`src/hw/rv_isa_pkg.sv`:
```
`default_nettype none

package rv_isa_pkg;

    localparam int xlen = 32;

    typedef logic [xlen-1:0] word_t;
    typedef logic [4:0]      reg_idx_t;

    // ------------------------------------------------------------------------
    // major opcodes of the kept subset
    // ------------------------------------------------------------------------
    typedef enum logic [6:0] {
        OP_R      = 7'b0110011,
        OP_I      = 7'b0010011,
        OP_LOAD   = 7'b0000011,
        OP_STORE  = 7'b0100011,
        OP_BRANCH = 7'b1100011,
        OP_JAL    = 7'b1101111
    } opcode_e;

    // ALU and branch funct3 share one encoding space
    typedef enum logic [2:0] {
        F3_ADD_BEQ = 3'b000,  // add, sub, addi, beq
        F3_BNE     = 3'b001,
        F3_SLT     = 3'b010,  // also lw / sw width
        F3_XOR     = 3'b100,
        F3_OR      = 3'b110,
        F3_AND     = 3'b111
    } funct3_e;

    localparam word_t NOP_INSTR = 32'h0000_0013;  // addi x0, x0, 0

endpackage

`default_nettype wire

```
`src/hw/rv_regfile.sv`:
```
`timescale 1ns/100ps
`default_nettype none

module rv_regfile (
    input  logic                 i_clk,
    input  logic                 i_rst,
    input  logic                 i_we,
    input  rv_isa_pkg::reg_idx_t i_waddr,
    input  rv_isa_pkg::word_t    i_wdata,
    input  rv_isa_pkg::reg_idx_t i_raddr1,
    input  rv_isa_pkg::reg_idx_t i_raddr2,
    output rv_isa_pkg::word_t    o_rdata1,
    output rv_isa_pkg::word_t    o_rdata2
);

    rv_isa_pkg::word_t regs [1:31];  // x0 is not stored

    always_ff @(posedge i_clk or posedge i_rst)
    begin
        if (i_rst)
        begin
            for (int i = 1; i < 32; i++)
                regs[i] <= '0;
        end
        else if (i_we && i_waddr != '0)
            regs[i_waddr] <= i_wdata;
    end

    // writeback to decode bypass
    assign o_rdata1 = (i_raddr1 == '0)                ? '0 :
                      (i_we && i_waddr == i_raddr1)   ? i_wdata : regs[i_raddr1];
    assign o_rdata2 = (i_raddr2 == '0)                ? '0 :
                      (i_we && i_waddr == i_raddr2)   ? i_wdata : regs[i_raddr2];

endmodule

`default_nettype wire

```
`config.mk`:
```
export PLATFORM = sky130hd
export DESIGN_NAME = rv_regfile
export DESIGN_NICKNAME = d
export VERILOG_FILES = /design/src/hw/rv_isa_pkg.sv /design/src/hw/rv_regfile.sv
export SDC_FILE = /design/constraint.sdc
export NUM_CORES = 2
export LEC_CHECK = 0
export BUFFER_PORTS_ARGS = -buffer_cell sky130_fd_sc_hd__buf_2
export CORE_UTILIZATION = 58
export DETAILED_ROUTE_END_ITERATION = 6
export GPL_TIMING_DRIVEN = 0
export PLACE_DENSITY = 0.8
export SYNTH_ARGS = -nofsm -noshare
export SYNTH_HDL_FRONTEND = slang
export SYNTH_SLANG_ARGS = --single-unit
```
`constraint.sdc`:
```
create_clock -name i_clk -period 31 [get_ports i_clk]
set_input_delay 4.65 -clock i_clk [delete_from_list [all_inputs] [get_ports i_clk]]
set_output_delay 4.65 -clock i_clk [all_outputs]
set_load 0.05 [all_outputs]
```
==> impl_metrics.yaml <==
clock_network:
  post_cts_resized: 0
  clock_latency_ps: 710
  clkTransAtPathRegs_ps: 70
  cts_tree: "built"
  clockBufferDepth: 3
  cts-root-buf: "clkbuf_16"
  hold_buffers: 0
  cts_made_buffers: 107
  htree_levels: 3
  postCtsSetupBuffers: 0
  clock_sinks: 992
critical_path:
  start_kind: "primary input"
  endpoint_kind: "output pin"
  crit_end: "o_rdata1[28]"
  r2r_slack_ps: 30140
  crit_arrival_ps: 9100
  r2r_end: "regs[869]$_DFFE_PP0P_"
  critical_path_required_ps: 26350
  path_max_fanout: 11
  rr_worst_depth: 1
  cp-startpoint: "i_raddr1[1]"
  crit_type: "in2out"
  rr_startpoint: "regs[869]$_DFFE_PP0P_"
synthesis:
  synth-edff-count: 0
  synth_area_per_cell_um2: 14.7
  syn-cell-area_um2: 54000
  ys_ff_latch: 992
  yosys_most_used_dff: "dfrtp_1"
  synth_nets: 3724
  synth_cells: 3674
  synthArstFlopShare: 1.00
  synthDistinctLibCells: 60
  ys_warn_count: 0
  ys_seq_area_frac: 0.460
power_and_ir_drop:
  power_mw: 4.11
  ir_worst_vdd_v: 0.0000444
  seq_power_share: 0.427
  pwr-share-comb: 0.236
  p_per_area_nw_per_um2: 68.0
  power.internal_mw: 2.84
  pwr-share-clk: 0.337
  cellLeakagePower_nw: 26.3
  swShare: 0.307
  power.switching_mw: 1.26
route:
  wl_per_cell_um: 42.5
  drt-vias-per-instance: 7.66
  dr.pass1.iters: 6
  ant_nets: 0
  vias: 40300
  wirelength_um: 224000
  route.detailed.drc: 0
  drtIter0Drc: 6836
final_layout:
  final_nets: 3960
  final_cell_mix: "mux2_2 (1022), dfrtp_1 (992), mux4_2 (420)"
  drive_gt1_frac: 0.494
  layout_commonest_cell: "mux2_2"
  largest_reg_flops: 992
  regMostFlops: "regs"
  top_regs: "regs x992"
  area_growth_pct: 11.8
floorplan:
  die_h_um: 307
  dieArea_um2: 94300
  core_area_um2: 91900
  die_width_um: 307
  top_level_ports: 114
  rows: 111
  start_util: 0.587
global_route:
  grt_max_degree: 44
  first_global_vias: 39300
  grt_overflow: 0
  antenna_found_initial: 22
  track_usage: 0.479
  grt_pass1_wl_um: 308000
status:
  violations: "max-capacitance violations, max-slew violations"
  status: "finished, violations left"
timing:
  slew_headroom: -0.0768
  post-route-period-util: 0.443
  fmax_mhz: 72.7
  final.setup.tns_ps: 0
  clock_skew_ps: 0
  setup_viol: 0
  max_slew.worst_pin.slew_ps: 1620
  min_period_ps: 13750
  rsz0062_at_grt: "false"
  hold_viol_final: 0
  slew_viol_final: 23
min_path:
  hold_path.class: "reg2reg"
place:
  dpl.hpwl_um: 161000
  gp_congestion: 1.06
  io_buffers: 100
flow_run:
  max_cap_viol_count: 3
[synth_stat cells (all sizes together), types with 17 or more instances]
library cell / instances / share of area
a211oi: 60 / 0.0098
a221oi: 71 / 0.012
a22o: 31 / 0.0050
buf: 252 / 0.028
clkbuf: 151 / 0.010
dfrtp: 992 / 0.46
mux2: 1077 / 0.22
mux2i: 121 / 0.022
mux4: 420 / 0.18
nand2: 78 / 0.0054
nand3: 29 / 0.0028
nor2: 89 / 0.0062
nor3: 63 / 0.0059
o21ai: 17 / 0.0016
o221ai: 22 / 0.0036
o22ai: 59 / 0.0068
[worst max-delay path: stages]
cell and delay [ps]:
buf_6 170, buf_2 580, clkbuf_1 1230, a22oi_1 210
o211ai_1 570, a21oi_1 270, o41ai_1 940, buf_2 410
[layout make-up]
| cell class | instances | area, µm² |
|---|---|---|
| inverter | 6 | 26.3 |
| fill | 6606 | 31600 |
| antenna | 12 | 30.0 |
| clock inverter | 36 | 503 |
| multi-input combinational | 2273 | 27100 |
| clock buffer | 164 | 3240 |
| tap | 1243 | 1560 |
| buffer | 403 | 2090 |
| timing repair buffer | 127 | 1040 |
| sequential | 992 | 24800 |
[metrics by stage]
stage               area, µm²  worst slack, ps  hold WS, ps  utilization  instances
CTS                     60300            17700          511        0.656       5244
global route            60400            17410          526        0.656       5245
global placement        56100             6860          485        0.610       5017
floorplan               54000            12680          470            -       3674
detailed placement      56600            17740          497        0.616       5044
finish                  60400            17250          514        0.657       5256
[kinds of logic after synthesis]
group | share of synthesized area
XOR/XNOR | 0.00176
multiplexers | 0.422
flip-flops | 0.460
AO/OA/AOI/OAI | 0.0502
buffers and inverters | 0.0390
AND/OR/NAND/NOR | 0.0271
[layer usage]
layer	global-route usage	part of all wire	up-vias
li1	-	-	14800
met1	0.597	0.34	20800
met2	0.651	0.41	3645
met3	0.224	0.16	1012
met4	0.344	0.091	16
met5	0.00879	0.00085	-
[worst min-delay path by stage]
stage | slack (ps) | cells past startpoint | startpoint | to
2_1_floorplan | 470 | 1 | regs[356]$_DFFE_PP0P_ | regs[356]$_DFFE_PP0P_
5_1_grt | 530 | 1 | regs[621]$_DFFE_PP0P_ | regs[621]$_DFFE_PP0P_
4_1_cts | 510 | 1 | regs[359]$_DFFE_PP0P_ | regs[359]$_DFFE_PP0P_
3_5_place_dp | 500 | 1 | regs[621]$_DFFE_PP0P_ | regs[621]$_DFFE_PP0P_
6_report | 510 | 1 | regs[612]$_DFFE_PP0P_ | regs[612]$_DFFE_PP0P_
3_3_place_gp | 490 | 1 | regs[366]$_DFFE_PP0P_ | regs[366]$_DFFE_PP0P_
[power groups by stage]
stage | Sequential, mW | Clock (mW) | Combinational, mW
CTS | 1.74 | 1.37 | 0.934
global placement | 1.75 | 0 | 0.896
detailed placement | 1.76 | 0 | 0.929
finish | 1.75 | 1.38 | 0.970
global route | 1.78 | 1.42 | 0.995
floorplan | 1.69 | 0 | 0.685
Power figures use the tool's default switching activity.
