--- config.mk ---
export PLATFORM = sky130hd
export DESIGN_NAME = rv_hazard_unit
export DESIGN_NICKNAME = d
export VERILOG_FILES = /design/src/hw/rv_isa_pkg.sv /design/src/hw/rv_pipe_pkg.sv /design/src/hw/rv_hazard_unit.sv
export SDC_FILE = /design/constraint.sdc
export NUM_CORES = 1
export LEC_CHECK = 0
export BUFFER_PORTS_ARGS = -buffer_cell sky130_fd_sc_hd__buf_2
export CORE_AREA = 4 4 41 43
export DETAILED_ROUTE_END_ITERATION = 6
export DIE_AREA = 0 0 45 47
export PLACE_DENSITY = 0.75
export SETUP_SLACK_MARGIN = 0.4
export SYNTH_ARGS = -nofsm -noshare
export SYNTH_HDL_FRONTEND = slang
export SYNTH_SLANG_ARGS = --single-unit
--- constraint.sdc ---
create_clock -name vclk -period 1.2
set_input_delay 0.24 -clock vclk [all_inputs]
set_output_delay 0.24 -clock vclk [all_outputs]
set_load 0.01 [all_outputs]
--- src/hw/rv_isa_pkg.sv ---
`default_nettype none

package rv_isa_pkg;

    localparam int xlen = 32;

    typedef logic [xlen-1:0] word_t;
    typedef logic [4:0]      reg_idx_t;

    // ------------------------------------------------------------------------
    // major opcodes of the kept subset
    // ------------------------------------------------------------------------
    typedef enum logic [6:0] {
        OP_R      = 7'b0110011,
        OP_I      = 7'b0010011,
        OP_LOAD   = 7'b0000011,
        OP_STORE  = 7'b0100011,
        OP_BRANCH = 7'b1100011,
        OP_JAL    = 7'b1101111
    } opcode_e;

    // ALU and branch funct3 share one encoding space
    typedef enum logic [2:0] {
        F3_ADD_BEQ = 3'b000,  // add, sub, addi, beq
        F3_BNE     = 3'b001,
        F3_SLT     = 3'b010,  // also lw / sw width
        F3_XOR     = 3'b100,
        F3_OR      = 3'b110,
        F3_AND     = 3'b111
    } funct3_e;

    localparam word_t NOP_INSTR = 32'h0000_0013;  // addi x0, x0, 0

endpackage

`default_nettype wire

--- src/hw/rv_pipe_pkg.sv ---
`default_nettype none

package rv_pipe_pkg;

    typedef enum logic [2:0] {
        ALU_ADD,
        ALU_SUB,
        ALU_AND,
        ALU_OR,
        ALU_XOR,
        ALU_SLT
    } alu_op_e;

    typedef enum logic [1:0] {
        RES_ALU,
        RES_MEM,
        RES_PC4
    } result_src_e;

    typedef enum logic [1:0] {
        FWD_REG,
        FWD_MEM,
        FWD_WB
    } fwd_sel_e;

    // all-zero ctrl is a bubble
    typedef struct packed {
        logic                reg_write;
        logic                mem_write;
        logic                branch;
        logic                jump;
        logic                is_load;
        logic                alu_src_imm;
        alu_op_e             alu_op;
        result_src_e         result_src;
        rv_isa_pkg::funct3_e funct3;
    } ctrl_t;

    // ------------------------------------------------------------------------
    // stage registers
    // ------------------------------------------------------------------------
    typedef struct packed {
        rv_isa_pkg::word_t instr;
        rv_isa_pkg::word_t pc;
    } if_id_t;

    typedef struct packed {
        ctrl_t                ctrl;
        rv_isa_pkg::word_t    pc;
        rv_isa_pkg::word_t    rs1_val;
        rv_isa_pkg::word_t    rs2_val;
        rv_isa_pkg::word_t    imm;
        rv_isa_pkg::reg_idx_t rs1;
        rv_isa_pkg::reg_idx_t rs2;
        rv_isa_pkg::reg_idx_t rd;
    } id_ex_t;

    typedef struct packed {
        ctrl_t                ctrl;
        rv_isa_pkg::word_t    alu_out;
        rv_isa_pkg::word_t    store_data;
        rv_isa_pkg::word_t    pc_plus4;
        rv_isa_pkg::reg_idx_t rd;
    } ex_mem_t;

    typedef struct packed {
        logic                 reg_write;
        result_src_e          result_src;
        rv_isa_pkg::word_t    alu_out;
        rv_isa_pkg::word_t    load_data;
        rv_isa_pkg::word_t    pc_plus4;
        rv_isa_pkg::reg_idx_t rd;
    } mem_wb_t;

endpackage

`default_nettype wire

--- src/hw/rv_hazard_unit.sv ---
`timescale 1ns/100ps
`default_nettype none

module rv_hazard_unit (
    input  rv_isa_pkg::reg_idx_t  i_rs1_d,
    input  rv_isa_pkg::reg_idx_t  i_rs2_d,
    input  rv_isa_pkg::reg_idx_t  i_rs1_e,
    input  rv_isa_pkg::reg_idx_t  i_rs2_e,
    input  rv_isa_pkg::reg_idx_t  i_rd_e,
    input  logic                  i_load_e,
    input  rv_isa_pkg::reg_idx_t  i_rd_m,
    input  logic                  i_wr_m,
    input  rv_isa_pkg::reg_idx_t  i_rd_w,
    input  logic                  i_wr_w,
    input  logic                  i_redirect_e,
    output rv_pipe_pkg::fwd_sel_e o_fwd_a,
    output rv_pipe_pkg::fwd_sel_e o_fwd_b,
    output logic                  o_stall,
    output logic                  o_flush
);

    // reg_write is never set for rd == x0, so no zero check here
    function automatic rv_pipe_pkg::fwd_sel_e fwd_for(
        input rv_isa_pkg::reg_idx_t rs,
        input rv_isa_pkg::reg_idx_t rd_m,
        input logic                 wr_m,
        input rv_isa_pkg::reg_idx_t rd_w,
        input logic                 wr_w
    );
        if (wr_m && rd_m == rs)
            return rv_pipe_pkg::FWD_MEM;  // youngest value wins
        else if (wr_w && rd_w == rs)
            return rv_pipe_pkg::FWD_WB;
        else
            return rv_pipe_pkg::FWD_REG;
    endfunction

    assign o_fwd_a = fwd_for(i_rs1_e, i_rd_m, i_wr_m, i_rd_w, i_wr_w);
    assign o_fwd_b = fwd_for(i_rs2_e, i_rd_m, i_wr_m, i_rd_w, i_wr_w);

    // load data only exists after memory, so hold decode one cycle
    assign o_stall = i_load_e && i_rd_e != '0 && (i_rd_e == i_rs1_d || i_rd_e == i_rs2_d);
    assign o_flush = i_redirect_e;

endmodule

`default_nettype wire

==> results_dict.tcl <==
set metrics [dict create \
    area_growth_pct 104 \
    initial_core_util 0.279 \
    fin_cells 112 \
    status "finished, violations left" \
    io_pins 45 \
    leakage_nw 0.377 \
    dieArea_um2 2120 \
    slowest_delay_ns 0.26 \
    hold_violations 0 \
    antenna_found_initial 0 \
    grt_max_degree 4 \
    p_total_mw 0.244 \
    critPathBufInv 2 \
    post_cts_buffers 0 \
    worst_hold_slack_ns 0.480 \
    wl_mm 1.51 \
    crit_path_top_delay_cell "nor4_1" \
    avgViaCountPerCell 4.72 \
    ir_drop_uv 137 \
    path_delay_family "simple AND/OR/NAND/NOR gates" \
    rsz0062_at_grt "yes" \
    powerDensity_nw_per_um2 329 \
    slew_violations 0 \
    grt_first_pass_wirelength_mm 2.20 \
    vias 529 \
    post-route-min-period_ns 1.39 \
    worst_ep_arrival_time_ns 1.15 \
    coreArea_um2 1300 \
    syn_inst 48 \
    failed_checks "negative setup slack" \
    io_buffers 43 \
    cp-start-kind "input port" \
    yosysTopAreaCell "xor2_1" \
    die-height_um 47 \
    path_class "in -> out" \
    grt.overflow.total 0 \
    grt_pass1_vias 557 \
    dp.cells 112 \
    cp_cell_sequence "buf_6 -> xor2_1 -> nor4_1 -> and3_1 -> nor2_2 -> buf_2" \
    final-seq-area_um2 0 \
    cp-end-kind "output port" \
    final_nets 138 \
    crit_fanout 2 \
    yosysMostFrequentCell "xor2_1" \
    netlist.area_leader.share 0.531 \
    yosys-top-cells-count "xor2_1, xnor2_1, nand3_1, nor4_1" \
    firstDrtPassIters 2 \
    synthTopCellsByArea "xor2_1, xnor2_1, nor4_1, nand3_1, and3_1" \
    seq_cells 0 \
    dp.final_hpwl_mm 1.18 \
    worst_pin_slew_ns 0.285 \
    rows 13 \
    postLayoutCoreUtil 0.569 \
    gr-usage-all-layers 0.138 \
    max_freq_mhz 721 \
    antenna_cells 0 \
    final.setup.worst_slack_ns -0.187 \
    hold_path_class "in -> out" \
    critPathRequiredTime_ns 0.96 \
    ys_warn_count 0 \
    relSlewSlack 0.809 \
    detailedPlace.worstSlack_ns -0.241 \
    first_iter_violations 2 \
    layout-drive-gt1-share 0.567 \
    fin_crit_sh 1.16 \
    ys_types 11 \
    finalWeightedCongestion 0.792 \
    setup_violations 5 \
    drtAntennaViolNets 0 \
    synth_seq_area_share 0 \
    clkbuf_count 0 \
    chipWidth_um 45 \
    wl_per_cell_um 13.5 \
    syn_nets 87 \
    syn_area_um2 363 \
    post-route-drc-count 0 \
    syn_avg_cell_area_um2 7.56 \
    maxCapViolations 0 \
]
power by group:
group          leakage, nW  switching (mW)  internal, mW
Clock                    0               0             0
Combinational        0.377           0.102         0.142
Sequential               0               0             0
path summary, 6_finish.rpt:
kind                startpoint         end  slack, ns  cells after the start
setup / recovery    i_rs2_e[1]  o_fwd_b[1]      -0.19                      6
hold / removal    i_redirect_e     o_flush       0.48                      0
metrics by stage:
step / area, µm² / TNS (ns)
4_1_cts: 698 / -0.910
3_3_place_gp: 644 / -0.928
3_5_place_dp: 644 / -1.00
5_1_grt: 741 / -1.14
6_report: 741 / -0.862
2_1_floorplan: 365 / 0
cells by family (layout without fill, tap and decap cells):
| group | count (synthesis) | count (layout) | share of synthesized area |
|---|---|---|---|
| simple gates | 15 | 15 | 0.228 |
| compound gates | 2 | 2 | 0.0276 |
| buf+inv | 1 | 50 | 0.0207 |
| xor+xnor | 30 | 30 | 0.724 |
cell usage in the layout, fill, tap and decap left out:
master / synthesis / layout
buf_6: 0 / 12
nor3_1: 2 / 2
nor2_2: 0 / 1
or4_4: 0 / 1
nand3_1: 4 / 4
nor4_1: 4 / 2
nor2_1: 2 / 1
buf_2: 0 / 32
xor2_2: 0 / 1
xor2_1: 22 / 21
xnor2_1: 8 / 8
nor4_2: 0 / 2
buf_4: 1 / 6
and3_1: 2 / 2
o21ai_1: 1 / 1
a21oi_1: 1 / 1
area by class of cell:
| type | count | area, µm² |
|---|---|---|
| Multi-Input combinational cell | 47 | 382 |
| Timing Repair Buffer | 50 | 340 |
| Fill cell | 137 | 561 |
| Tap cell | 15 | 18.8 |
repair_timing:
| item | CTS | global route |
|---|---|---|
| endpoints found under the setup margin | 5 | 5 |
| hold buffers | 0 | 0 |
| gates resized for setup | 9 | 8 |
| pin swaps | 10 | 8 |
layer usage:
layer  global-route usage  share of wire  up-vias  routed length [µm]
li1                     -              -      261                   -
met1                0.139           0.29      234                 431
met2                0.282           0.57       24                 858
met3              0.00766          0.079       10                 119
met4               0.0702          0.064        0                  97
met5                    0              0        -                   0
Power figures use the tool's default switching activity.
