[config.mk]
export PLATFORM = sky130hd
export DESIGN_NAME = rv_execute
export DESIGN_NICKNAME = d
export VERILOG_FILES = /design/src/hw/rv_isa_pkg.sv /design/src/hw/rv_pipe_pkg.sv /design/src/hw/rv_execute.sv
export SDC_FILE = /design/constraint.sdc
export NUM_CORES = 1
export LEC_CHECK = 0
export ABC_AREA = 1
export CAP_MARGIN = 20
export CORE_ASPECT_RATIO = 0.9
export CORE_MARGIN = 2
export CORE_UTILIZATION = 35
export DETAILED_ROUTE_END_ITERATION = 6
export DONT_BUFFER_PORTS = 1
export GPL_ROUTABILITY_DRIVEN = 0
export PLACE_DENSITY = 0.57
export SYNTH_ARGS = -nofsm -noshare
export SYNTH_HDL_FRONTEND = slang
export SYNTH_SLANG_ARGS = --single-unit
[constraint.sdc]
create_clock -name vclk -period 6.33
set_input_delay 1.5825 -clock vclk [all_inputs]
set_output_delay 1.5825 -clock vclk [all_outputs]
set_load 0.01 [all_outputs]
[src/hw/rv_isa_pkg.sv]
`default_nettype none

package rv_isa_pkg;

    localparam int xlen = 32;

    typedef logic [xlen-1:0] word_t;
    typedef logic [4:0]      reg_idx_t;

    // ------------------------------------------------------------------------
    // major opcodes of the kept subset
    // ------------------------------------------------------------------------
    typedef enum logic [6:0] {
        OP_R      = 7'b0110011,
        OP_I      = 7'b0010011,
        OP_LOAD   = 7'b0000011,
        OP_STORE  = 7'b0100011,
        OP_BRANCH = 7'b1100011,
        OP_JAL    = 7'b1101111
    } opcode_e;

    // ALU and branch funct3 share one encoding space
    typedef enum logic [2:0] {
        F3_ADD_BEQ = 3'b000,  // add, sub, addi, beq
        F3_BNE     = 3'b001,
        F3_SLT     = 3'b010,  // also lw / sw width
        F3_XOR     = 3'b100,
        F3_OR      = 3'b110,
        F3_AND     = 3'b111
    } funct3_e;

    localparam word_t NOP_INSTR = 32'h0000_0013;  // addi x0, x0, 0

endpackage

`default_nettype wire

[src/hw/rv_pipe_pkg.sv]
`default_nettype none

package rv_pipe_pkg;

    typedef enum logic [2:0] {
        ALU_ADD,
        ALU_SUB,
        ALU_AND,
        ALU_OR,
        ALU_XOR,
        ALU_SLT
    } alu_op_e;

    typedef enum logic [1:0] {
        RES_ALU,
        RES_MEM,
        RES_PC4
    } result_src_e;

    typedef enum logic [1:0] {
        FWD_REG,
        FWD_MEM,
        FWD_WB
    } fwd_sel_e;

    // all-zero ctrl is a bubble
    typedef struct packed {
        logic                reg_write;
        logic                mem_write;
        logic                branch;
        logic                jump;
        logic                is_load;
        logic                alu_src_imm;
        alu_op_e             alu_op;
        result_src_e         result_src;
        rv_isa_pkg::funct3_e funct3;
    } ctrl_t;

    // ------------------------------------------------------------------------
    // stage registers
    // ------------------------------------------------------------------------
    typedef struct packed {
        rv_isa_pkg::word_t instr;
        rv_isa_pkg::word_t pc;
    } if_id_t;

    typedef struct packed {
        ctrl_t                ctrl;
        rv_isa_pkg::word_t    pc;
        rv_isa_pkg::word_t    rs1_val;
        rv_isa_pkg::word_t    rs2_val;
        rv_isa_pkg::word_t    imm;
        rv_isa_pkg::reg_idx_t rs1;
        rv_isa_pkg::reg_idx_t rs2;
        rv_isa_pkg::reg_idx_t rd;
    } id_ex_t;

    typedef struct packed {
        ctrl_t                ctrl;
        rv_isa_pkg::word_t    alu_out;
        rv_isa_pkg::word_t    store_data;
        rv_isa_pkg::word_t    pc_plus4;
        rv_isa_pkg::reg_idx_t rd;
    } ex_mem_t;

    typedef struct packed {
        logic                 reg_write;
        result_src_e          result_src;
        rv_isa_pkg::word_t    alu_out;
        rv_isa_pkg::word_t    load_data;
        rv_isa_pkg::word_t    pc_plus4;
        rv_isa_pkg::reg_idx_t rd;
    } mem_wb_t;

endpackage

`default_nettype wire

[src/hw/rv_execute.sv]
`timescale 1ns/100ps
`default_nettype none

module rv_execute (
    input  rv_pipe_pkg::id_ex_t   i_id_ex,
    input  rv_pipe_pkg::fwd_sel_e i_fwd_a,
    input  rv_pipe_pkg::fwd_sel_e i_fwd_b,
    input  rv_isa_pkg::word_t     i_mem_fwd,
    input  rv_isa_pkg::word_t     i_wb_fwd,
    output rv_isa_pkg::word_t     o_alu_out,
    output rv_isa_pkg::word_t     o_store_data,
    output rv_isa_pkg::word_t     o_target,
    output logic                  o_redirect
);

    rv_isa_pkg::word_t src_a;
    rv_isa_pkg::word_t src_b;
    rv_isa_pkg::word_t op_b;
    logic              equal;
    logic              taken;

    function automatic rv_isa_pkg::word_t fwd_mux(
        input rv_pipe_pkg::fwd_sel_e sel,
        input rv_isa_pkg::word_t     reg_val,
        input rv_isa_pkg::word_t     mem_val,
        input rv_isa_pkg::word_t     wb_val
    );
        case (sel)
            rv_pipe_pkg::FWD_MEM: return mem_val;
            rv_pipe_pkg::FWD_WB:  return wb_val;
            default:              return reg_val;
        endcase
    endfunction

    assign src_a = fwd_mux(i_fwd_a, i_id_ex.rs1_val, i_mem_fwd, i_wb_fwd);
    assign src_b = fwd_mux(i_fwd_b, i_id_ex.rs2_val, i_mem_fwd, i_wb_fwd);
    assign op_b  = i_id_ex.ctrl.alu_src_imm ? i_id_ex.imm : src_b;

    always_comb
    begin
        case (i_id_ex.ctrl.alu_op)
            rv_pipe_pkg::ALU_SUB: o_alu_out = src_a - op_b;
            rv_pipe_pkg::ALU_AND: o_alu_out = src_a & op_b;
            rv_pipe_pkg::ALU_OR:  o_alu_out = src_a | op_b;
            rv_pipe_pkg::ALU_XOR: o_alu_out = src_a ^ op_b;
            rv_pipe_pkg::ALU_SLT: o_alu_out = {31'b0, $signed(src_a) < $signed(op_b)};
            default:              o_alu_out = src_a + op_b;
        endcase
    end

    assign o_store_data = src_b;

    // branch compare runs on the forwarded register values
    assign equal      = (src_a == src_b);
    assign taken      = i_id_ex.ctrl.branch &&
                        ((i_id_ex.ctrl.funct3 == rv_isa_pkg::F3_BNE) ? !equal : equal);
    assign o_redirect = taken || i_id_ex.ctrl.jump;
    assign o_target   = i_id_ex.pc + i_id_ex.imm;  // beq, bne, jal

endmodule

`default_nettype wire

==> results.md <==
* First-pass GRT wire length at 66900 um
* Power density cells at 181 nW/um^2
* Chip Width at 180 um
* RSZ-0062 raised after global routing: yes
* Clock buffers at 0
* Final wirelength at 45300 um
* Number of antenna violations at the first check in global routing at 5
* Remaining global-route overflow at 0
* I/O Buffers at 0
* Max FO, Critical Path at 14
* Critical path data arrival time at 4.60 ns
* Post-DR wirelength/cell at 19.9 um
* Outcome: completed
* Startpoint Class: input pin
* Overall Global Routing Usage at 28.9%
* Initial Util at 35.8%
* CP Launch Point: i_fwd_a[0]
* Worst Hold End: o_redirect
* DRC viols at 0
* Cells after synthesis at 1843
* Area grow syn2layout at 15.9%
* Layout fillers at 2983
* TNS Setup at 0 ns
* Worst-Margin Slew at 0.789 ns
* Mapped cell area at 9720 um^2
* Sequential cells at 0
* Final-report max-slew violation count at 0
* Vias in the first global route at 11900
* Hold buffer count at cts at 0
* Fin nets at 2287
* Height of the die at 162 um
* Via density at 5.64
* ANT nets after route at 0
* Maximum vdd ir drop at 54.9 uV
* Fin util at 41.5%
* Share of cells above drive strength 1 at 16.9%
* Num ports at 322
* Core box area at 27200 um^2
* Seq/Total Area, Yosys at 0%
* Synth unique cells at 45
* Seq. cell area at 0 um^2
* Final period util at 97.6%
* Largest net degree at the start of global routing at 65
* Fmax at 162 MHz
* Initial DRC Count at 1316
* Final Hold Vio Count at 0
* Setup crit end kind: primary output
* Worst hold start: i_id_ex[153]
* Avg Cell Area, Syn at 5.27 um^2
* Final setup viols at 0
* Die area at 29100 um^2
* Final min period at 6.18 ns
* Max-slew headroom at 47.3%
* DP Wirelength at 38600 um
* HP Class: in2out
* Syn. warnings at 0
* Static Leak at 5.67 nW
* Critical path data required time at 4.75 ns
* Syn nets at 2202
* Drt first pass iters at 6
* Cell Rows at 57
* Min-Delay Path Depth at 2
* Setup CP Type: in2out
* Vias at 12900
* MaxCap Viol Count at 0
-- worst max-delay path, cell delays in order --
cell and delay [ns]:
inv_1 0.02, ha_1 0.32, clkinv_4 0.12, buf_6 0.18, or2_2 0.29, nand2_2 0.19, inv_1 0.09, ha_1 0.31
inv_1 0.08, nand2_1 0.07, o21ai_2 0.21, inv_1 0.09, o21bai_1 0.18, nand2_1 0.12, nand2_1 0.14, nand2_1 0.09
nand2_1 0.07, nand2_1 0.04, nand3_1 0.06, nand3_1 0.14, buf_4 0.18
-- final cells by class --
| type | count | area [um^2] | share of cell area, % |
|---|---|---|---|
| multi-input cells | 1549 | 8790 | 78.0 |
| repair buffers | 142 | 1140 | 10.1 |
| inverters | 235 | 887 | 7.87 |
| well taps | 354 | 443 | 3.93 |
| diodes | 4 | 10.0 | 0.0888 |
-- layer usage --
| metal | GRT usage (%) | wire, um | up-vias |
|---|---|---|---|
| met1 | 38.8 | 18200 | 5798 |
| met5 | 0 | 11 | - |
| met2 | 47.3 | 19700 | 758 |
| li1 | - | - | 6217 |
| met4 | 7.17 | 1730 | 2 |
| met3 | 5.74 | 5670 | 103 |
-- cell families after synthesis --
| family | after synthesis | share of synthesized area, % |
|---|---|---|
| simple gates | 1014 | 44.7 |
| compound gates | 355 | 21.2 |
| buf+inv | 294 | 12.5 |
| fa+ha+maj | 134 | 17.5 |
| xor+xnor | 46 | 4.14 |
-- worst max path at each step --
stage | endpoint | cells after the start
floorplan | o_alu_out[18] | 21
global placement | o_alu_out[0] | 20
detailed placement | o_alu_out[0] | 20
CTS | o_alu_out[28] | 19
global route | o_alu_out[30] | 22
finish | o_alu_out[23] | 21
-- cell usage in the layout, fill, tap and decap left out, types with 17 or more instances in the layout --
| cell | Yosys | final |
|---|---|---|
| inv_2 | 39 | 43 |
| nor2_1 | 183 | 177 |
| xor2_1 | 24 | 24 |
| ha_1 | 131 | 110 |
| xnor2_1 | 22 | 22 |
| o21ai_2 | 20 | 29 |
| a221oi_1 | 19 | 19 |
| nand2_2 | 15 | 24 |
| inv_1 | 194 | 189 |
| nand4_1 | 19 | 19 |
| buf_4 | 4 | 134 |
| or2_2 | 22 | 22 |
| nand3_1 | 174 | 169 |
| a21oi_1 | 143 | 132 |
| o21ai_0 | 108 | 79 |
| nor3_1 | 19 | 17 |
| nand2_1 | 539 | 530 |
| o21ai_1 | 13 | 31 |
-- stage by stage --
stage          worst slack, ns  power (W)  hold slack [ns]  instances  area (um^2)
6_report                 0.152    0.00204             3.29       2284        11300
5_1_grt                -0.0209    0.00222             3.30       2283        11300
4_1_cts               0.000397    0.00190             3.29       2274        10900
3_5_place_dp            -0.204    0.00189             3.29       2274        10900
3_3_place_gp            -0.138    0.00187             3.29       2274        10900
2_1_floorplan            0.446    0.00123             3.27       1843         9720
-- what timing repair did --
item,CTS,global route
cloned,0,1
resized for setup,11,108
buffers inserted,0,5
endpoints found under the setup margin,15,26
pin swaps,0,12
-- cells in the mapped netlist, types with 22 or more instances --
cell	count	area share (%)
buf_2	23	1.2
inv_1	194	7.5
xnor2_1	22	2.0
inv_2	39	1.5
a21oi_1	143	7.4
xor2_1	24	2.2
ha_1	131	17
nand3_1	174	9.0
nor2_1	183	7.1
or2_2	22	1.4
o21ai_0	108	5.6
nand2_1	539	21
-- power breakdown --
| part | internal (W) | switching [W] |
|---|---|---|
| Sequential | 0 | 0 |
| Combinational | 0.000747 | 0.00129 |
| Clock | 0.0000000000845 | 0 |
Power figures use the tool's default switching activity.
