===== src/hw/rv_isa_pkg.sv =====
`default_nettype none

package rv_isa_pkg;

    localparam int xlen = 32;

    typedef logic [xlen-1:0] word_t;
    typedef logic [4:0]      reg_idx_t;

    // ------------------------------------------------------------------------
    // major opcodes of the kept subset
    // ------------------------------------------------------------------------
    typedef enum logic [6:0] {
        OP_R      = 7'b0110011,
        OP_I      = 7'b0010011,
        OP_LOAD   = 7'b0000011,
        OP_STORE  = 7'b0100011,
        OP_BRANCH = 7'b1100011,
        OP_JAL    = 7'b1101111
    } opcode_e;

    // ALU and branch funct3 share one encoding space
    typedef enum logic [2:0] {
        F3_ADD_BEQ = 3'b000,  // add, sub, addi, beq
        F3_BNE     = 3'b001,
        F3_SLT     = 3'b010,  // also lw / sw width
        F3_XOR     = 3'b100,
        F3_OR      = 3'b110,
        F3_AND     = 3'b111
    } funct3_e;

    localparam word_t NOP_INSTR = 32'h0000_0013;  // addi x0, x0, 0

endpackage

`default_nettype wire


===== src/hw/rv_pipe_pkg.sv =====
`default_nettype none

package rv_pipe_pkg;

    typedef enum logic [2:0] {
        ALU_ADD,
        ALU_SUB,
        ALU_AND,
        ALU_OR,
        ALU_XOR,
        ALU_SLT
    } alu_op_e;

    typedef enum logic [1:0] {
        RES_ALU,
        RES_MEM,
        RES_PC4
    } result_src_e;

    typedef enum logic [1:0] {
        FWD_REG,
        FWD_MEM,
        FWD_WB
    } fwd_sel_e;

    // all-zero ctrl is a bubble
    typedef struct packed {
        logic                reg_write;
        logic                mem_write;
        logic                branch;
        logic                jump;
        logic                is_load;
        logic                alu_src_imm;
        alu_op_e             alu_op;
        result_src_e         result_src;
        rv_isa_pkg::funct3_e funct3;
    } ctrl_t;

    // ------------------------------------------------------------------------
    // stage registers
    // ------------------------------------------------------------------------
    typedef struct packed {
        rv_isa_pkg::word_t instr;
        rv_isa_pkg::word_t pc;
    } if_id_t;

    typedef struct packed {
        ctrl_t                ctrl;
        rv_isa_pkg::word_t    pc;
        rv_isa_pkg::word_t    rs1_val;
        rv_isa_pkg::word_t    rs2_val;
        rv_isa_pkg::word_t    imm;
        rv_isa_pkg::reg_idx_t rs1;
        rv_isa_pkg::reg_idx_t rs2;
        rv_isa_pkg::reg_idx_t rd;
    } id_ex_t;

    typedef struct packed {
        ctrl_t                ctrl;
        rv_isa_pkg::word_t    alu_out;
        rv_isa_pkg::word_t    store_data;
        rv_isa_pkg::word_t    pc_plus4;
        rv_isa_pkg::reg_idx_t rd;
    } ex_mem_t;

    typedef struct packed {
        logic                 reg_write;
        result_src_e          result_src;
        rv_isa_pkg::word_t    alu_out;
        rv_isa_pkg::word_t    load_data;
        rv_isa_pkg::word_t    pc_plus4;
        rv_isa_pkg::reg_idx_t rd;
    } mem_wb_t;

endpackage

`default_nettype wire


===== src/hw/rv_decoder.sv =====
`timescale 1ns/100ps
`default_nettype none

module rv_decoder (
    input  rv_isa_pkg::word_t    i_instr,
    output rv_pipe_pkg::ctrl_t   o_ctrl,
    output rv_isa_pkg::word_t    o_imm,
    output rv_isa_pkg::reg_idx_t o_rs1,
    output rv_isa_pkg::reg_idx_t o_rs2,
    output rv_isa_pkg::reg_idx_t o_rd
);

    rv_isa_pkg::opcode_e opcode;
    rv_isa_pkg::funct3_e funct3;
    logic                funct7_b5;

    assign opcode    = rv_isa_pkg::opcode_e'(i_instr[6:0]);
    assign funct3    = rv_isa_pkg::funct3_e'(i_instr[14:12]);
    assign funct7_b5 = i_instr[30];

    assign o_rs1 = i_instr[19:15];
    assign o_rs2 = i_instr[24:20];
    assign o_rd  = i_instr[11:7];

    always_comb
    begin
        o_ctrl        = '0;
        o_ctrl.funct3 = funct3;
        o_imm         = '0;
        case (opcode)
            rv_isa_pkg::OP_R:
            begin
                o_ctrl.reg_write = 1'b1;
                case (funct3)
                    rv_isa_pkg::F3_ADD_BEQ:
                        o_ctrl.alu_op = funct7_b5 ? rv_pipe_pkg::ALU_SUB : rv_pipe_pkg::ALU_ADD;
                    rv_isa_pkg::F3_SLT: o_ctrl.alu_op = rv_pipe_pkg::ALU_SLT;
                    rv_isa_pkg::F3_XOR: o_ctrl.alu_op = rv_pipe_pkg::ALU_XOR;
                    rv_isa_pkg::F3_OR:  o_ctrl.alu_op = rv_pipe_pkg::ALU_OR;
                    rv_isa_pkg::F3_AND: o_ctrl.alu_op = rv_pipe_pkg::ALU_AND;
                    default:            o_ctrl.alu_op = rv_pipe_pkg::ALU_ADD;
                endcase
            end
            rv_isa_pkg::OP_I:
            begin
                o_ctrl.reg_write   = 1'b1;
                o_ctrl.alu_src_imm = 1'b1;  // addi only
                o_imm = {{20{i_instr[31]}}, i_instr[31:20]};
            end
            rv_isa_pkg::OP_LOAD:
            begin
                o_ctrl.reg_write   = 1'b1;
                o_ctrl.is_load     = 1'b1;
                o_ctrl.alu_src_imm = 1'b1;
                o_ctrl.result_src  = rv_pipe_pkg::RES_MEM;
                o_imm = {{20{i_instr[31]}}, i_instr[31:20]};
            end
            rv_isa_pkg::OP_STORE:
            begin
                o_ctrl.mem_write   = 1'b1;
                o_ctrl.alu_src_imm = 1'b1;
                o_imm = {{20{i_instr[31]}}, i_instr[31:25], i_instr[11:7]};
            end
            rv_isa_pkg::OP_BRANCH:
            begin
                o_ctrl.branch = 1'b1;
                o_imm = {{19{i_instr[31]}}, i_instr[31], i_instr[7],
                         i_instr[30:25], i_instr[11:8], 1'b0};
            end
            rv_isa_pkg::OP_JAL:
            begin
                o_ctrl.jump       = 1'b1;
                o_ctrl.reg_write  = 1'b1;
                o_ctrl.result_src = rv_pipe_pkg::RES_PC4;
                o_imm = {{11{i_instr[31]}}, i_instr[31], i_instr[19:12],
                         i_instr[20], i_instr[30:21], 1'b0};
            end
            default: ;  // unknown opcode behaves as a bubble
        endcase
        // x0 writes never leave decode
        if (o_rd == '0)
            o_ctrl.reg_write = 1'b0;
    end

endmodule

`default_nettype wire


===== config.mk =====
export PLATFORM = sky130hd
export DESIGN_NAME = rv_decoder
export DESIGN_NICKNAME = d
export VERILOG_FILES = /design/src/hw/rv_isa_pkg.sv /design/src/hw/rv_pipe_pkg.sv /design/src/hw/rv_decoder.sv
export SDC_FILE = /design/constraint.sdc
export NUM_CORES = 1
export LEC_CHECK = 0
export BUFFER_PORTS_ARGS = -buffer_cell sky130_fd_sc_hd__clkbuf_2
export CAP_MARGIN = 25
export CORE_UTILIZATION = 32
export DETAILED_ROUTE_END_ITERATION = 16
export GPL_TIMING_DRIVEN = 0
export PLACE_DENSITY = 0.84
export SLEW_MARGIN = 25
export SYNTH_ARGS = -nofsm -noshare
export SYNTH_HDL_FRONTEND = slang
export SYNTH_SLANG_ARGS = --single-unit

===== constraint.sdc =====
create_clock -name vclk -period 2.85
set_input_delay 0.7125 -clock vclk [all_inputs]
set_output_delay 0.7125 -clock vclk [all_outputs]
set_load 0.005 [all_outputs]

==> metrics.txt, run 1 <==
max-slew violation count=0; LEAKAGE=0.7691 nW; site row count=15; count of mapped cells out of synthesis=93; largest net degree at the start of global routing=13; tightest slew margin relative to the limit=0.7382; count of clock-net buffers in the final layout=0; number of maximum-capacitance violations=0; f_max=384.5 MHz; 1st-pass router iterations=3; cell area after technology mapping=649.4 um^2; via count of the first global-routing pass=777; weighted congestion at the end of routability-driven global placement=0.7182; area occupied by registers=0 um^2; setup violators final=0; Routed WL per cell=10.45 um; Worst Hold Margin=1686 ps; post-route non-filler standard cell count=211; Max FO, Critical Path=12; critical path class=input pin to output port; endpoint required time on the critical path=2140 ps; layout-stage area growth over the synthesis result=78.23%; number of distinct library cells after synthesis=29; die width=47.05 um; sum of overflow across all layers after global routing=0; number of diodes added for antenna fixing=0; arrival time of data at the critical path endpoint=1890 ps; total global routing track utilization=0.1906; top post-synthesis cells by area=sky130_fd_sc_hd__buf_4, sky130_fd_sc_hd__a21o_1, sky130_fd_sc_hd__a21boi_1, sky130_fd_sc_hd__o2bb2ai_1, sky130_fd_sc_hd__nand2_1; WL final=2206 um; layout cells sized above 1=0.7043; layout sequential cell count=0; slew at the pin closest to its max-slew limit=392.6 ps; status=finished, final reports clean; drt first-iter violations=6; area of the die=2213 um^2; dpl hpwl=1971 um; Critical Path Sink Type=output port; Avg Cell Area, Syn=6.983 um^2; list of most frequent post-synthesis cells=sky130_fd_sc_hd__buf_4, sky130_fd_sc_hd__nand2_1, sky130_fd_sc_hd__a21o_1, sky130_fd_sc_hd__a21boi_1; Residual DRC=0; routed vias=980; proportion of synthesized chip area in sequential cells=0; I/O pin total=93; Post-Synthesis Net Count=125; wire length of the first global-routing pass=3174 um; height of the die=47.05 um; antenna violations before repair=0; share of the synthesized area in the top cell type=0.3468; time the final worst path needs with I/O delays and setup=2601 ps; part of the cycle the worst path needs=0.9126; initial core utilization=0.3567; warnings from Yosys=0; worst min-delay path class=input pin to output port; library cell with the largest summed area after synthesis=sky130_fd_sc_hd__buf_4; Post-DRT Antenna Nets=0; DR vias/cell=4.645; core box area=1821 um^2; number of failing hold endpoints at the final stage=0; maximum vdd ir drop=54.63 uV; Placed Cells incl. Taps=211; total of buffers placed on input and output ports=93; Critical Path Start Type=input pin; Nets=220; Overall Power=102.3 uW; pwr/cell area=88.40 nW/um^2; post-CTS repair timing setup buffer count=0; most repeated cell in the gate-level netlist after synthesis=sky130_fd_sc_hd__buf_4; unrepaired setup endpoints after global routing=false
-- final timing paths --
path        end  cells after the start   startpoint  slack (ps)
min   o_ctrl[7]                      3  i_instr[12]        1690
max   o_imm[26]                      6   i_instr[2]         250
-- critical path, stage by stage --
cell	delay, ps
sky130_fd_sc_hd__clkbuf_2	110
sky130_fd_sc_hd__and4bb_4	350
sky130_fd_sc_hd__o21ai_2	130
sky130_fd_sc_hd__a21oi_4	310
sky130_fd_sc_hd__buf_4	160
sky130_fd_sc_hd__clkbuf_2	100
-- through the flow --
stage,util,worst slack (ps),setup TNS (ps),cell area (um^2)
floorplan,-,217.0,0,649.4
global placement,0.6296,-53.96,-588.6,1146
finish,0.6357,249.1,0,1157
global route,0.6357,121.1,0,1157
detailed placement,0.6296,-122.3,-1283,1146
CTS,0.6316,105.2,0,1150
-- cell type report --
class / count / area [um^2]
inverters: 4 / 17.52
well taps: 25 / 31.28
plain buffers: 31 / 230.2
multi-input cells: 58 / 412.9
fillers: 170 / 663.1
repair buffers: 93 / 465.4
-- repair_timing --
action,4_1_cts,5_1_grt
resized for setup,1,1
hold buffers,0,0
endpoints found under the setup margin,12,11
-- cells by family (layout without fill, tap and decap cells) --
group | Yosys count | count (layout) | synth area share
XOR/XNOR | 1 | 1 | 0.01349
AND/OR/NAND/NOR | 29 | 29 | 0.2871
AO/OA/AOI/OAI | 28 | 28 | 0.3179
buffers and inverters | 35 | 128 | 0.3815
-- power by group --
part / total [mW] / switching (mW) / internal [mW]
Clock: 0 / 0 / 0
Combinational: 0.102 / 0.0448 / 0.0575
Sequential: 0 / 0 / 0
-- layout by cell type (no fill, tap or decap), drive strengths merged, types with 2 or more instances in the layout --
cell     synthesis  layout
nor2             2       2
nor4             3       3
clkbuf           0      93
a21o             7       7
a21oi            5       5
o2bb2ai          4       4
o21ai            2       2
nor3             5       5
and3             2       2
a21boi           6       6
inv              4       4
buf             31      31
nand2            9       9
-- metal layers --
layer / global-route usage / up-vias / wire [um]
met4: 0 / 0 / 0
met5: 0 / - / 0
met2: 0.4250 / 51 / 1218
li1: - / 497 / -
met3: 0.007692 / 0 / 159
met1: 0.2000 / 432 / 828
(Power assumes the default switching activity.)
==> run 2: changes to the inputs <==
--- a/config.mk
+++ b/config.mk
@@ -11,3 +11,2 @@
 export DETAILED_ROUTE_END_ITERATION = 16
-export GPL_TIMING_DRIVEN = 0
 export PLACE_DENSITY = 0.84
==> constraint.sdc (replaced) <==
create_clock -name vclk -period 2.85
set_input_delay 0.7125 -clock vclk [all_inputs]
set_output_delay 0.7125 -clock vclk [all_outputs]
set_load 0.01 [all_outputs]
==> metrics.txt, run 2 (synthesized netlist as in run 1, its figures left out) <==
unrepaired setup endpoints after global routing=false; wire length of the first global-routing pass=2697 um (-15%); post-CTS repair timing setup buffer count=0 (unchanged); max-slew violation count=0 (unchanged); routed vias=899 (-8.3%); Post-DRT Antenna Nets=0 (unchanged); Overall Power=89.40 uW (-13%); tightest slew margin relative to the limit=0.7800 (+0.04178); CP Cell Sequence=clkbuf_2 -> and3_1 -> nand3_4 -> a21oi_1 -> buf_4 -> clkbuf_2; Placed Cells incl. Taps=183 (-13%); maximum vdd ir drop=49.39 uV (-9.6%); critical path class=input pin to output port; post-route non-filler standard cell count=183 (-13%); Critical Path Start Type=input pin; relative contribution of the clock network to total power=0 (unchanged); part of the cycle the worst path needs=0.8757 (-0.03695); core box area=1821 um^2 (unchanged); antenna violations before repair=0 (unchanged); setup violators final=0 (unchanged); layout sequential cell count=0 (unchanged); number of diodes added for antenna fixing=0 (unchanged); Max FO, Critical Path=12 (unchanged); die width=47.05 um (unchanged); area occupied by registers=0 um^2 (unchanged); drt first-iter violations=13 (+7); largest net degree at the start of global routing=13 (unchanged); Worst Hold Margin=1627 ps (-58.93 ps); time the final worst path needs with I/O delays and setup=2496 ps (-105.3 ps); DR vias/cell=4.913 (+5.8%); f_max=400.7 MHz (+4.2%); Critical Path Sink Type=output port; WL final=1946 um (-12%); most frequent cells in the layout=sky130_fd_sc_hd__clkbuf_2, sky130_fd_sc_hd__nand2_1, sky130_fd_sc_hd__a21o_1; top cell family by delay on the critical path=buffers and inverters; Routed WL per cell=10.63 um (+1.7%); DP Worst Slack=344.3 ps (+466.6 ps); dpl hpwl=1749 um (-11%); initial core utilization=0.3567 (unchanged); count of cells resized by post-cts repair=0 (-1); layout-stage area growth over the synthesis result=44.51%; fin worst setup slack=354.4 ps (+105.3 ps); worst min-delay path class=input pin to output port; Sw Share=0.5397 (+0.1022); combinational share of power=1.000 (about the same); count of clock-net buffers in the final layout=0 (unchanged); status=finished, final reports clean; sequential share of power=0 (unchanged); number of gates on the worst path with buffers counted=6 (unchanged); most frequent CP cell=sky130_fd_sc_hd__clkbuf_2; I/O pin total=93 (unchanged); P_int=41.15 uW (-28%); Nets=192 (-13%); layout cells sized above 1=0.6456 (-0.05873); endpoint required time on the critical path=2140 ps (about the same); pwr/cell area=95.27 nW/um^2 (+7.8%); sum of overflow across all layers after global routing=0 (unchanged); number of maximum-capacitance violations=0 (unchanged); utilization of the core after routing=0.5155 (-0.1203); LEAKAGE=0.6269 nW (-18%); height of the die=47.05 um (unchanged); instance area at placement=938.4 um^2 (-18%); total of buffers placed on input and output ports=93 (unchanged); final-layout setup total negative slack=0 ps (unchanged); total global routing track utilization=0.1608 (-0.02980); via count of the first global-routing pass=697 (-10%); quantity of hold-fixing buffers added after cts=0 (unchanged); number of failing hold endpoints at the final stage=0 (unchanged); cell with the biggest individual delay on the critical path=sky130_fd_sc_hd__and3_1; arrival time of data at the critical path endpoint=1780 ps (-110 ps); Largest stage delay, worst path=270 ps (-80 ps); Residual DRC=0 (unchanged); number of fillers in the final layout=194 (+14%); power dissipated by switching net loads=48.25 uW (+7.8%); slew at the pin closest to its max-slew limit=330.0 ps (-62.62 ps); Min-Delay Path Depth=2 (-1); site row count=15 (unchanged); terminating pin of the worst hold path=o_rs2[3]; final design area excluding fillers=938.4 um^2 (-19%); startpoint of the most critical hold path=i_instr[23]; weighted congestion at the end of routability-driven global placement=0.7373 (+2.7%); most common cell after layout, fill and taps aside=sky130_fd_sc_hd__clkbuf_2; area of the die=2213 um^2 (unchanged); critical path buffer and inverter count=3 (unchanged); 1st-pass router iterations=4 (+1)
-- run 2: cell count changes in the layout (fill, tap and decap cells not counted), sizes merged --
cell  previous run  this run
buf             31         3
-- run 2: cell type report --
class / instances / area (um^2) / share of cell area
tap: 25 / 31.28 / 0.03333
inverter: 4 / 17.52 / 0.01867
timing repair buffer: 96 / 488.0 / 0.5200
multi-input combinational: 58 / 401.6 / 0.4280
-- run 2: per-layer routing --
metal | global-route usage | wire length (um)
met2 | 0.3583 | 1021
met3 | 0 | 141
met4 | 0 | 0
met5 | 0 | 0
met1 | 0.1727 | 783
-- run 2: worst max path at each step --
stage	slack (ps)	to	startpoint
final	350	o_imm[29]	i_instr[6]
after global routing	230	o_imm[27]	i_instr[6]
after CTS	340	o_imm[22]	i_instr[6]
after detailed placement	340	o_imm[22]	i_instr[4]
after global placement	390	o_imm[20]	i_instr[6]
after floorplan	130	o_imm[21]	i_instr[2]
-- run 2: power by group through the flow --
stage	Sequential [mW]	Clock, mW	Combinational (mW)
after detailed placement	0	0	0.0897
after global routing	0	0	0.0987
after global placement	0	0	0.0875
after CTS	0	0	0.0900
after floorplan	0	0	0.0558
final	0	0	0.0894
==> run 3: changes to the inputs <==
- BUFFER_PORTS_ARGS: -buffer_cell sky130_fd_sc_hd__clkbuf_2 -> -buffer_cell sky130_fd_sc_hd__buf_2
==> metrics.txt, run 3 (synthesized netlist as in run 1, its figures left out) <==
cell with the biggest individual delay on the critical path=sky130_fd_sc_hd__a221o_1; weighted congestion at the end of routability-driven global placement=0.7423 (+0.68%); Routed WL per cell=11.66 um (+9.7%); core box area=1821 um^2 (unchanged); final design area excluding fillers=938.4 um^2 (unchanged); most common cell after layout, fill and taps aside=sky130_fd_sc_hd__buf_2; post-route non-filler standard cell count=183 (unchanged); f_max=398.2 MHz (-0.63%); quantity of hold-fixing buffers added after cts=0 (unchanged); layout sequential cell count=0 (unchanged); Nets=192 (unchanged); 1st-pass router iterations=4 (unchanged); Sw Share=0.5378 (-0.001913); Residual DRC=0 (unchanged); largest net degree at the start of global routing=13 (unchanged); height of the die=47.05 um (unchanged); P_int=41.52 uW (+0.91%); sequential share of power=0 (unchanged); Placed Cells incl. Taps=183 (unchanged); count of cells resized by post-cts repair=0 (unchanged); tightest slew margin relative to the limit=0.7752 (-0.004779); number of diodes added for antenna fixing=0 (unchanged); area occupied by registers=0 um^2 (unchanged); wire length of the first global-routing pass=2870 um (+6.4%); Critical Path Start Type=input pin; setup violators final=0 (unchanged); endpoint required time on the critical path=2140 ps (about the same); top cell family by delay on the critical path=simple AND/OR/NAND/NOR gates; layout-stage area growth over the synthesis result=44.51% (unchanged); area of the die=2213 um^2 (unchanged); total of buffers placed on input and output ports=93 (unchanged); unrepaired setup endpoints after global routing=false; critical path buffer and inverter count=3 (unchanged); utilization of the core after routing=0.5155 (unchanged); layout cells sized above 1=0.6456 (unchanged); slew at the pin closest to its max-slew limit=337.2 ps (+7.168 ps); LEAKAGE=0.6553 nW (+4.5%); routed vias=899 (unchanged); antenna violations before repair=0 (unchanged); number of maximum-capacitance violations=0 (unchanged); initial core utilization=0.3567 (unchanged); critical path class=input pin to output port; maximum vdd ir drop=52.09 uV (+5.5%); Critical Path Sink Type=output port; part of the cycle the worst path needs=0.8812 (+0.005520); Max FO, Critical Path=10 (-2); fin worst setup slack=338.7 ps (-15.73 ps); status=finished, final reports clean; power dissipated by switching net loads=48.32 uW (+0.13%); pwr/cell area=95.73 nW/um^2 (+0.49%); final-layout setup total negative slack=0 ps (unchanged); WL final=2134 um (+9.7%); combinational share of power=1.000 (about the same); CP Cell Sequence=buf_2 -> and3_1 -> nand3_4 -> inv_4 -> a221o_1 -> buf_2; worst min-delay path class=input pin to output port; dpl hpwl=1891 um (+8.1%); most frequent CP cell=sky130_fd_sc_hd__buf_2; DP Worst Slack=318.7 ps (-25.63 ps); site row count=15 (unchanged); via count of the first global-routing pass=726 (+4.2%); count of clock-net buffers in the final layout=0 (unchanged); I/O pin total=93 (unchanged); sum of overflow across all layers after global routing=0 (unchanged); total global routing track utilization=0.1733 (+0.01255); drt first-iter violations=11 (-2); time the final worst path needs with I/O delays and setup=2511 ps (+15.73 ps); die width=47.05 um (unchanged); number of failing hold endpoints at the final stage=0 (unchanged); arrival time of data at the critical path endpoint=1800 ps (+20 ps); max-slew violation count=0 (unchanged); relative contribution of the clock network to total power=0 (unchanged); post-CTS repair timing setup buffer count=0 (unchanged); most frequent cells in the layout=sky130_fd_sc_hd__buf_2, sky130_fd_sc_hd__nand2_1, sky130_fd_sc_hd__a21o_1; Post-DRT Antenna Nets=0 (unchanged); instance area at placement=938.4 um^2 (unchanged); Largest stage delay, worst path=300 ps (+30 ps); DR vias/cell=4.913 (unchanged)
-- run 3: path summary, 6_finish.rpt --
check | from | to | depth (start not counted)
max | i_instr[6] | o_imm[11] | 6
min | i_instr[21] | o_rs2[1] | 2
-- run 3: metal layers --
layer  vias up  track usage  wire, um
met1       402       0.1795       795
li1        438            -         -
met4         0      0.01714         9
met5         -            0         0
met3         2     0.007692       160
met2        57       0.3806      1168
-- run 3: per-stage QoR --
stage	total power, mW	hold WS [ps]
2_1_floorplan	0.05578	1479
3_3_place_gp	0.08711	1622
3_5_place_dp	0.09029	1625
4_1_cts	0.09045	1626
5_1_grt	0.09950	1640
6_report	0.08984	1624
-- run 3: power groups by stage --
stage / clock (mW) / sequential [mW] / combinational (mW)
after CTS: 0 / 0 / 0.0905
final: 0 / 0 / 0.0898
after global placement: 0 / 0 / 0.0871
after global routing: 0 / 0 / 0.0995
after floorplan: 0 / 0 / 0.0558
after detailed placement: 0 / 0 / 0.0903
-- run 3: final cells by class --
class | count | area (um^2)
Timing Repair Buffer | 96 | 488.0
Fill cell | 194 | 882.1
Inverter | 4 | 17.52
Multi-Input combinational cell | 58 | 401.6
Tap cell | 25 | 31.28
